<file path="src/verilog/video_pkg.sv">
// ====================
// video timing and pixel types
// ====================

package video_pkg;

  localparam int color_w = 8;   // bits per colour channel
  localparam int dim_w   = 16;  // resolution counter width

  // one pixel, r in the top byte
  typedef struct packed {
    logic [color_w-1:0] r;
    logic [color_w-1:0] g;
    logic [color_w-1:0] b;
  } rgb_t;

  // dvi receiver side, also used inside the overlay path
  typedef struct packed {
    logic hs;  // hsync as received
    logic vs;  // vsync, rising edge starts a frame
    logic de;  // active video
    rgb_t rgb;
  } video_bus_t;

  // what the vga dac gets
  typedef struct packed {
    logic hs;
    logic vs;
    logic blank_n;  // low forces the dac to black
    rgb_t rgb;
  } vga_bus_t;

  // width or height in pixels / lines
  typedef logic [dim_w-1:0] dim_t;

endpackage

</file>
<file path="src/verilog/overlay_pkg.sv">
// ====================
// overlay stream types
// ====================

package overlay_pkg;

  // pixel fifo sizing, depth is a power of two
  localparam int fifo_depth = 16;
  localparam int fifo_ptr_w = 4;  // log2(fifo_depth)

  // one overlay pixel as it sits in the fifo
  typedef struct packed {
    logic [6:0]      spare;   // bits 31:25, unused
    logic            opaque;  // bit 24, replace video when set
    video_pkg::rgb_t rgb;     // bits 23:0
  } ovl_pixel_t;

  // dma beat carries two pixels
  typedef struct packed {
    ovl_pixel_t hi;  // second pixel
    ovl_pixel_t lo;  // first pixel on screen
  } dma_word_t;

  // where overlay pixels come from
  typedef enum logic {
    src_dma,
    src_pattern
  } src_mode_e;

endpackage

</file>
<file path="src/verilog/pixel_word_unpacker.sv">
`timescale 1ns/1ps

// splits 64-bit dma beats into two fifo pushes, or generates a ramp pattern
module pixel_word_unpacker (
  input  logic                    odck_to_overlay,
  input  logic                    hps_fpga_reset_n,
  input  overlay_pkg::dma_word_t  dma_data_i,
  input  logic                    dma_valid_i,
  output logic                    dma_ready_o,
  input  overlay_pkg::src_mode_e  mode_i,
  input  logic                    full_i,
  output logic                    push_o,
  output overlay_pkg::ovl_pixel_t push_data_o
);

  typedef enum logic [1:0] {
    st_idle,  // nothing held, can take a beat
    st_low,   // whole beat held, low half next
    st_high   // only high half left
  } hold_e;

  hold_e                         state_q;
  overlay_pkg::dma_word_t        word_q;     // captured beat
  logic [video_pkg::color_w-1:0] pat_cnt_q;  // ramp value
  logic                          dma_fire;
  logic                          pat_push;
  overlay_pkg::ovl_pixel_t       pat_pixel;

  // ====================
  // handshake and push decode
  // ====================

  // ready only with empty holding reg, never in pattern mode
  assign dma_ready_o = (state_q == st_idle) && (mode_i == overlay_pkg::src_dma);
  assign dma_fire    = dma_valid_i && dma_ready_o;

  // held dma pixels drain first, pattern only fills gaps
  assign pat_push = (state_q == st_idle) && (mode_i == overlay_pkg::src_pattern) && !full_i;
  assign push_o   = ((state_q != st_idle) && !full_i) || pat_push;

  always_comb
  begin
    pat_pixel        = '0;
    pat_pixel.opaque = 1'b1;       // ramp always covers video
    pat_pixel.rgb.r  = pat_cnt_q;  // grey ramp
    pat_pixel.rgb.g  = pat_cnt_q;
    pat_pixel.rgb.b  = pat_cnt_q;
  end

  always_comb
  begin
    case (state_q)
      st_low:  push_data_o = word_q.lo;
      st_high: push_data_o = word_q.hi;
      default: push_data_o = pat_pixel;
    endcase
  end

  // ====================
  // state
  // ====================

  always_ff @(posedge odck_to_overlay or negedge hps_fpga_reset_n)
  begin
    if (!hps_fpga_reset_n)
    begin
      state_q   <= st_idle;
      pat_cnt_q <= '0;
    end
    else
    begin
      case (state_q)
        st_idle: if (dma_fire) state_q <= st_low;
        st_low:  if (!full_i) state_q <= st_high;  // low half pushed
        st_high: if (!full_i) state_q <= st_idle;  // high half pushed
        default: state_q <= st_idle;
      endcase
      if (pat_push)
        pat_cnt_q <= pat_cnt_q + 1'b1;  // wraps at 255
    end
  end

  // captured beat payload
  always_ff @(posedge odck_to_overlay)
  begin
    if (dma_fire)
      word_q <= dma_data_i;
  end

  // source keeps data steady until the beat is taken
  a_dma_hold: assert property (
    @(posedge odck_to_overlay) disable iff (!hps_fpga_reset_n)
    dma_valid_i && !dma_ready_o |=> !dma_valid_i || $stable(dma_data_i)
  ) else $error("dma_data_i changed while transfer pending");

endmodule

</file>
<file path="src/verilog/pixel_fifo.sv">
`timescale 1ns/1ps

// show-ahead circular buffer, head is valid whenever not empty
module pixel_fifo (
  input  logic                    odck_to_overlay,
  input  logic                    hps_fpga_reset_n,
  input  logic                    push_i,
  input  overlay_pkg::ovl_pixel_t push_data_i,
  input  logic                    pop_i,
  output overlay_pkg::ovl_pixel_t head_o,
  output logic                    full_o,
  output logic                    empty_o
);

  overlay_pkg::ovl_pixel_t         mem [overlay_pkg::fifo_depth];
  logic [overlay_pkg::fifo_ptr_w-1:0] wr_ptr_q;
  logic [overlay_pkg::fifo_ptr_w-1:0] rd_ptr_q;
  logic [overlay_pkg::fifo_ptr_w:0]   count_q;  // one extra bit for full
  logic                               do_push;
  logic                               do_pop;

  // ====================
  // flags and head
  // ====================

  // depth is 2^ptr_w so msb of count means full
  assign full_o  = count_q[overlay_pkg::fifo_ptr_w];
  assign empty_o = (count_q == '0);
  assign head_o  = mem[rd_ptr_q];  // oldest word, no read latency

  // guarded internally too
  assign do_push = push_i && !full_o;
  assign do_pop  = pop_i && !empty_o;

  // word storage
  always_ff @(posedge odck_to_overlay)
  begin
    if (do_push)
      mem[wr_ptr_q] <= push_data_i;
  end

  // ====================
  // pointers
  // ====================

  always_ff @(posedge odck_to_overlay or negedge hps_fpga_reset_n)
  begin
    if (!hps_fpga_reset_n)
    begin
      wr_ptr_q <= '0;
      rd_ptr_q <= '0;
      count_q  <= '0;
    end
    else
    begin
      if (do_push)
        wr_ptr_q <= wr_ptr_q + 1'b1;  // wraps with ptr width
      if (do_pop)
        rd_ptr_q <= rd_ptr_q + 1'b1;
      case ({do_push, do_pop})
        2'b10:   count_q <= count_q + 1'b1;
        2'b01:   count_q <= count_q - 1'b1;
        default: ;  // both or neither, count unchanged
      endcase
    end
  end

  // producer and consumer must respect the flags
  a_no_push_full: assert property (
    @(posedge odck_to_overlay) disable iff (!hps_fpga_reset_n)
    !(push_i && full_o)
  ) else $error("push while fifo full");

  a_no_pop_empty: assert property (
    @(posedge odck_to_overlay) disable iff (!hps_fpga_reset_n)
    !(pop_i && empty_o)
  ) else $error("pop while fifo empty");

endmodule

</file>
<file path="src/verilog/overlay_mixer.sv">
`timescale 1ns/1ps

// keys fifo pixels onto live video, one registered stage to the vga pins
module overlay_mixer (
  input  logic                    odck_to_overlay,
  input  logic                    hps_fpga_reset_n,
  input  video_pkg::video_bus_t   video_i,
  input  logic                    overlay_en_i,
  input  logic                    blank_i,
  input  overlay_pkg::ovl_pixel_t head_i,
  input  logic                    empty_i,
  output logic                    pop_o,
  output video_pkg::vga_bus_t     vga_o,
  output logic                    ovf_o
);

  logic                want_pop;  // this pixel should take an overlay word
  logic                use_ovl;   // popped word covers the video
  video_pkg::rgb_t     mix_rgb;
  video_pkg::vga_bus_t vga_d;

  // ====================
  // fifo side
  // ====================

  // one word per active pixel while overlay is on
  assign want_pop = video_i.de && overlay_en_i;
  assign pop_o    = want_pop && !empty_i;  // underflow just skips the pop

  // transparent words still get consumed
  assign use_ovl = pop_o && head_i.opaque;
  assign mix_rgb = use_ovl ? head_i.rgb : video_i.rgb;

  // ====================
  // vga side
  // ====================

  always_comb
  begin
    vga_d         = '0;
    vga_d.hs      = video_i.hs;  // sync untouched
    vga_d.vs      = video_i.vs;
    vga_d.blank_n = video_i.de && !blank_i;  // blank switch forces black
    vga_d.rgb     = mix_rgb;
  end

  always_ff @(posedge odck_to_overlay or negedge hps_fpga_reset_n)
  begin
    if (!hps_fpga_reset_n)
    begin
      vga_o <= '0;
      ovf_o <= 1'b0;
    end
    else
    begin
      vga_o <= vga_d;  // fixed 1 cycle latency, video never waits
      if (want_pop && empty_i)
        ovf_o <= 1'b1;  // sticky until reset
    end
  end

  // a popped word was written by the producer
  a_pop_known: assert property (
    @(posedge odck_to_overlay) disable iff (!hps_fpga_reset_n)
    pop_o |-> !$isunknown(head_i)
  ) else $error("mixer popped unwritten fifo word");

endmodule

</file>
<file path="src/verilog/resolution_meter.sv">
`timescale 1ns/1ps

// measures active width and height of incoming frames
module resolution_meter (
  input  logic                  odck_to_overlay,
  input  logic                  hps_fpga_reset_n,
  input  video_pkg::video_bus_t video_i,
  output video_pkg::dim_t       width_o,
  output video_pkg::dim_t       height_o
);

  logic            de_q;        // de from last cycle
  logic            vs_q;        // vs from last cycle
  video_pkg::dim_t pix_cnt_q;   // pixels in current line
  video_pkg::dim_t line_cnt_q;  // lines in current frame
  video_pkg::dim_t last_w_q;    // width of last finished line
  logic            de_fall;
  logic            vs_rise;
  video_pkg::dim_t lines_now;   // includes a line ending this cycle
  video_pkg::dim_t width_now;

  assign de_fall = de_q && !video_i.de;
  assign vs_rise = video_i.vs && !vs_q;

  // a line closing on the vs edge still counts
  assign lines_now = de_fall ? line_cnt_q + 1'b1 : line_cnt_q;
  assign width_now = de_fall ? pix_cnt_q : last_w_q;

  always_ff @(posedge odck_to_overlay or negedge hps_fpga_reset_n)
  begin
    if (!hps_fpga_reset_n)
    begin
      de_q       <= 1'b0;
      vs_q       <= 1'b0;
      pix_cnt_q  <= '0;
      line_cnt_q <= '0;
      last_w_q   <= '0;
      width_o    <= '0;
      height_o   <= '0;
    end
    else
    begin
      de_q <= video_i.de;
      vs_q <= video_i.vs;

      // ====================
      // line and frame counters
      // ====================
      if (video_i.de)
        pix_cnt_q <= pix_cnt_q + 1'b1;
      else if (de_fall)
        pix_cnt_q <= '0;  // restart after storing

      last_w_q <= width_now;

      if (vs_rise)
      begin
        width_o    <= width_now;  // last line of previous frame
        height_o   <= lines_now;
        line_cnt_q <= '0;
      end
      else
        line_cnt_q <= lines_now;
    end
  end

endmodule

</file>
<file path="src/verilog/danmaku_overlay_top.sv">
`timescale 1ns/1ps

// overlay path: dma/pattern producer -> fifo -> mixer, plus resolution meter
module danmaku_overlay_top (
  input  logic                   odck_to_overlay,
  input  logic                   hps_fpga_reset_n,
  input  overlay_pkg::dma_word_t dma_data_i,
  input  logic                   dma_valid_i,
  output logic                   dma_ready_o,
  input  video_pkg::video_bus_t  video_i,
  input  logic                   overlay_en_i,
  input  logic                   blank_i,
  input  logic                   pattern_i,
  output video_pkg::vga_bus_t    vga_o,
  output logic                   ovf_o,
  output video_pkg::dim_t        width_o,
  output video_pkg::dim_t        height_o
);

  logic                    push;
  overlay_pkg::ovl_pixel_t push_data;
  logic                    full;
  overlay_pkg::ovl_pixel_t head;
  logic                    empty;
  logic                    pop;

  // ====================
  // overlay pixel source
  // ====================

  pixel_word_unpacker pixel_word_unpacker_inst (
    .odck_to_overlay  (odck_to_overlay),
    .hps_fpga_reset_n (hps_fpga_reset_n),
    .dma_data_i       (dma_data_i),
    .dma_valid_i      (dma_valid_i),
    .dma_ready_o      (dma_ready_o),
    .mode_i           (pattern_i ? overlay_pkg::src_pattern : overlay_pkg::src_dma),
    .full_i           (full),
    .push_o           (push),
    .push_data_o      (push_data)
  );

  pixel_fifo pixel_fifo_inst (
    .odck_to_overlay  (odck_to_overlay),
    .hps_fpga_reset_n (hps_fpga_reset_n),
    .push_i           (push),
    .push_data_i      (push_data),
    .pop_i            (pop),
    .head_o           (head),
    .full_o           (full),
    .empty_o          (empty)
  );

  // ====================
  // video path
  // ====================

  overlay_mixer overlay_mixer_inst (
    .odck_to_overlay  (odck_to_overlay),
    .hps_fpga_reset_n (hps_fpga_reset_n),
    .video_i          (video_i),
    .overlay_en_i     (overlay_en_i),
    .blank_i          (blank_i),
    .head_i           (head),
    .empty_i          (empty),
    .pop_o            (pop),
    .vga_o            (vga_o),
    .ovf_o            (ovf_o)
  );

  resolution_meter resolution_meter_inst (
    .odck_to_overlay  (odck_to_overlay),
    .hps_fpga_reset_n (hps_fpga_reset_n),
    .video_i          (video_i),  // same dvi stream as the mixer
    .width_o          (width_o),
    .height_o         (height_o)
  );

endmodule

</file>
<file path="config.mk">
export PLATFORM = sky130hd
export DESIGN_NAME = danmaku_overlay_top
export DESIGN_NICKNAME = d
export VERILOG_FILES = /design/src/verilog/video_pkg.sv /design/src/verilog/overlay_pkg.sv /design/src/verilog/pixel_word_unpacker.sv /design/src/verilog/pixel_fifo.sv /design/src/verilog/overlay_mixer.sv /design/src/verilog/resolution_meter.sv /design/src/verilog/danmaku_overlay_top.sv
export SDC_FILE = /design/constraint.sdc
export NUM_CORES = 1
export LEC_CHECK = 0
export BUFFER_PORTS_ARGS = -buffer_cell sky130_fd_sc_hd__buf_4
export CORE_MARGIN = 1
export CORE_UTILIZATION = 64
export DETAILED_ROUTE_END_ITERATION = 16
export GPL_ROUTABILITY_DRIVEN = 0
export PLACE_DENSITY = 0.86
export SYNTH_ARGS = -nofsm -noshare
export SYNTH_HDL_FRONTEND = slang
export SYNTH_SLANG_ARGS = --single-unit
export TNS_END_PERCENT = 5
</file>
<file path="constraint.sdc">
create_clock -name odck_to_overlay -period 9.4 [get_ports odck_to_overlay]
set_input_delay 0.47 -clock odck_to_overlay [delete_from_list [all_inputs] [get_ports odck_to_overlay]]
set_output_delay 0.47 -clock odck_to_overlay [all_outputs]
set_load 0.02 [all_outputs]
</file>
==> metrics.md <==
| Metric | Value |
|---|---|
| Final TNS setup | 0 ns |
| Core ar. | 34,600 um2 |
| Die W | 190 um |
| Critical path endpoint category | register |
| Area contributors post-synth | edfxtp_1 60%, dfrtp_1 15%, mux4_2 9.6% |
| Gate count after technology mapping | 1,251 |
| I/O Pins | 158 |
| Final-report hold violation count | 0 |
| Pwr Density | 332 nW/um2 |
| Leak | 0.00946 uW |
| Max_cap viols | 0 |
| Ys Warns | 0 |
| CTS Buffer Depth | 3 |
| First-pass GRT wire length | 77.1 mm |
| Non-filler cells, final | 1,918 |
| CP Launch Point | pixel_word_unpacker_inst.state_q[0]$_DFFE_PN0P_ |
| Vias per Instance | 6.52 |
| Dpl cells | 1,812 |
| Period utilization | 37.9% |
| Area grow syn2layout | 14.9% |
| Wire length per cell | 26.7 um |
| Most area-hungry cell type in the Yosys netlist | edfxtp_1 |
| Yosys top cell area share | around 60% |
| Reg2reg path depth | 7 |
| DIE AREA | between 30,000 and 40,000 um2 |
| Max-slew violations | 0 |
| Power, Total | approximately 8600 uW |
| FP Rows | 68 |
| Slew HR | 2.95% |
| Worst Path Arrival | 3.81 ns |
| Fmax achieved | between 200 and 300 MHz |
| Via count | 12,497 |
| Layout filler cell count | 1,808 |
| Setup Buffers After CTS | 0 |
| Status | complete, no violations |
| Clk_skew | 0.0186 ns |
| WP data required | 9.65 ns |
| Min Tclk post-route | between 3 and 4 ns |
| Detailed Routing Iterations Pass 1 | 5 |
| Worst slew pin tran | 1.46 ns |
| Async set-reset flop share out of synthesis | 22.7% |
| Remaining global-route overflow | 0 |
| CP startpoint kind | register |
| Register area share after synthesis | 74.6% |
| CTS Buf Count | 54 |
| Internal | 5790 uW |
| Antenna-violating nets left | 0 |
| Clock latency on the worst-skew pair | 0.59 ns |
| 1st-iter DRT viols | 1,557 |
| Sw frac | 32.6% |
| Netlist cell types | 46 |
| Clock Tree Root | clkbuf_16 |
| Net switching power | ~2800 uW |
| VDD IR max | 0.000285 V |
| Port Buf Inserts | 143 |
| Ys flop type | edfxtp_1 |
| DP HPWL | about 28 mm |
| R2r startpoint | pixel_word_unpacker_inst.state_q[0]$_DFFE_PN0P_ |
| RSZ-0062 raised after global routing | no |
| Routed wire length | 51.3 mm |
| # diodes | 0 |
| Layout cells sized above 1 | between 20 and 30% |
| Hold Path Class | input pin to register |
| Critical path peak fanout | 15 |
| Worst-path clk slew | about 0.060 ns |
| Post-Syn Nets | 1,364 |
| Crit path largest cell delay | 0.93 ns |
| Crit-path cells | inv_1 > ha_1 > nor2b_1 > nor2_1 > nand2_1 > nor3_2 > buf_4 |
| Worst setup endpoint | pixel_fifo_inst.mem[2][0]$_DFFE_PP_ |
| Maximum number of pins on one net before global-route repair | 70 |
| CTS tree | done |
| Yosys reg bits | 582 |
| Reg-to-reg critical path endpoint | pixel_fifo_inst.mem[2][0]$_DFFE_PP_ |
| Finish-stage setup viols | 0 |
| EDFF count, synth | 450 |
| Sink Count | 582 |
| Most common cell in the netlist | edfxtp_1 |
| Combinational share of power | around 29% |
| Synthesized area per cell | 18.0 um2 |
| DRC | 0 |
| Register-to-Register Setup Slack | approximately 6 ns |
| Setup ws final | between 5 and 6 ns |
| Sequential Power Share | a little under half |
| H-Tree Depth | 2 |
| Crit-path slowest cell | nor3_2 |
| Syn Std Cell Area | 22,500 um2 |
| Crit path kind | register to register |
| Antenna violations before repair | 0 |
| Synth cell count leaders | 450 x edfxtp_1, 132 x dfrtp_1, 128 x nand2_1 |
| All-Layer GR Usage | about 30% |
| Pre-CTS setup slack | 5.96 ns |
| Vias in the first global route | 12,795 |
| Clock share of power | 24.5% |
| Die height | 190 um |
| Net count, final | 1,530 |
| Initial Utilization | 65.1% |
## layout by cell type (no fill, tap or decap), types with 3 or more instances in the layout
cell / synthesis / final
edfxtp_1: 450 / 450
buf_4: 3 / 171
dfrtp_1: 132 / 130
nand2_1: 128 / 128
mux4_2: 96 / 96
a22oi_1: 75 / 75
clkbuf_16: 0 / 54
nor2_1: 53 / 40
a21oi_1: 27 / 24
xnor2_1: 23 / 23
clkbuf_1: 31 / 21
nand3_1: 19 / 19
o21ai_0: 18 / 18
mux2_2: 16 / 16
mux2_1: 16 / 16
ha_1: 16 / 16
xor2_1: 14 / 14
nor2_2: 0 / 13
mux2i_1: 13 / 13
o21ai_1: 12 / 12
nand4_1: 11 / 11
mux2_4: 10 / 10
inv_1: 9 / 9
clkinv_1: 0 / 9
nor2b_1: 8 / 5
and3_1: 5 / 5
clkinv_2: 0 / 5
clkbuf_8: 0 / 5
nand2b_1: 4 / 4
nor3_2: 0 / 4
nor3_1: 8 / 4
a21oi_2: 0 / 3
nand3b_1: 3 / 3
a21o_1: 3 / 3
bufinv_16: 0 / 3
dlygate4sd3_1: 0 / 3
## area by class of cell
cell class / count / area [um2] / area share (%)
clock buffers: 80 / 1500 / 5.79
clock inverters: 22 / 198 / 0.764
multi-input cells: 595 / 5440 / 21.0
well taps: 455 / 569 / 2.20
repair buffers: 175 / 1330 / 5.12
inverters: 9 / 33.8 / 0.130
flip-flops and latches: 582 / 16800 / 65.0
## power by group through the flow
| stage | sequential [uW] | clock [uW] | combinational (uW) |
|---|---|---|---|
| 5_1_grt | 4010 | 2220 | 2650 |
| 4_1_cts | 3980 | 2120 | 2460 |
| 2_1_floorplan | 3920 | 0 | 1640 |
| 3_5_place_dp | 4010 | 0 | 2400 |
| 6_report | 3980 | 2110 | 2500 |
| 3_3_place_gp | 3970 | 0 | 2270 |
## worst min-delay path by stage
stage / startpoint / end / slack, ns / cells past startpoint
after floorplan: hps_fpga_reset_n / overlay_mixer_inst.ovf_o$_DFFE_PN0P_ / 0.17 / 0
after global placement: resolution_meter_inst.pix_cnt_q[15]$_DFFE_PN0P_ / resolution_meter_inst.pix_cnt_q[15]$_DFFE_PN0P_ / 0.46 / 1
after detailed placement: resolution_meter_inst.width_o[11]$_DFFE_PN0P_ / resolution_meter_inst.width_o[11]$_DFFE_PN0P_ / 0.46 / 2
after CTS: dma_data_i[39] / pixel_word_unpacker_inst.word_q[39]$_DFFE_PP_ / 0.03 / 1
after global routing: dma_data_i[39] / pixel_word_unpacker_inst.word_q[39]$_DFFE_PP_ / 0.03 / 1
final: dma_data_i[39] / pixel_word_unpacker_inst.word_q[39]$_DFFE_PP_ / 0.05 / 1
## repair_timing
item	4_1_cts	5_1_grt
resized for setup	0	0
hold endpoints to repair	65	0
hold buffers	3	0
## routing by layer
metal / routed length (um) / global-route usage [%] / part of all wire, %
met5: 0 / 0 / 0
met4: 2030 / 13.1 / 4.0
met3: 4860 / 4.85 / 9.5
met2: 26000 / 48.7 / 51
met1: 18400 / 39.4 / 36
## flip-flops by register name, summed over array words and instances, names as in the netlist, 8 cells and up
name                                cells
resolution_meter_inst.line_cnt_q       16
resolution_meter_inst.height_o         16
resolution_meter_inst.last_w_q         16
pixel_fifo_inst.mem                   400
resolution_meter_inst.pix_cnt_q        16
pixel_word_unpacker_inst.word_q        50
resolution_meter_inst.width_o          16
overlay_mixer_inst.vga_o               26
pixel_word_unpacker_inst.pat_cnt_q      8
## cells by family (layout without fill, tap and decap cells)
| kind of cell | count (synthesis) | in the layout | synth area share [%] |
|---|---|---|---|
| buf+inv | 74 | 286 | 1.61 |
| flops | 582 | 582 | 74.6 |
| mux | 151 | 151 | 12.4 |
| compound gates | 145 | 145 | 4.28 |
| fa+ha+maj | 16 | 16 | 0.888 |
| xor+xnor | 37 | 37 | 1.44 |
| simple gates | 246 | 246 | 4.74 |
## worst max-delay path: cells and delay by family (launching register included)
kind / cells / cell delay (ns)
DFF: 1 / 0.39
buffers and inverters: 2 / 0.57
and+or+nand+nor: 4 / 2.03
adders and majority gates: 1 / 0.24
## metrics by stage
stage	util (%)	area, um2	hold WS, ns
2_1_floorplan	-	22500	0.174
3_3_place_gp	69.7	24100	0.460
3_5_place_dp	69.7	24100	0.464
4_1_cts	74.7	25900	0.0288
5_1_grt	74.8	25900	0.0335
6_report	74.8	25900	0.0536
Note: power is estimated with default switching activity, not from simulation.
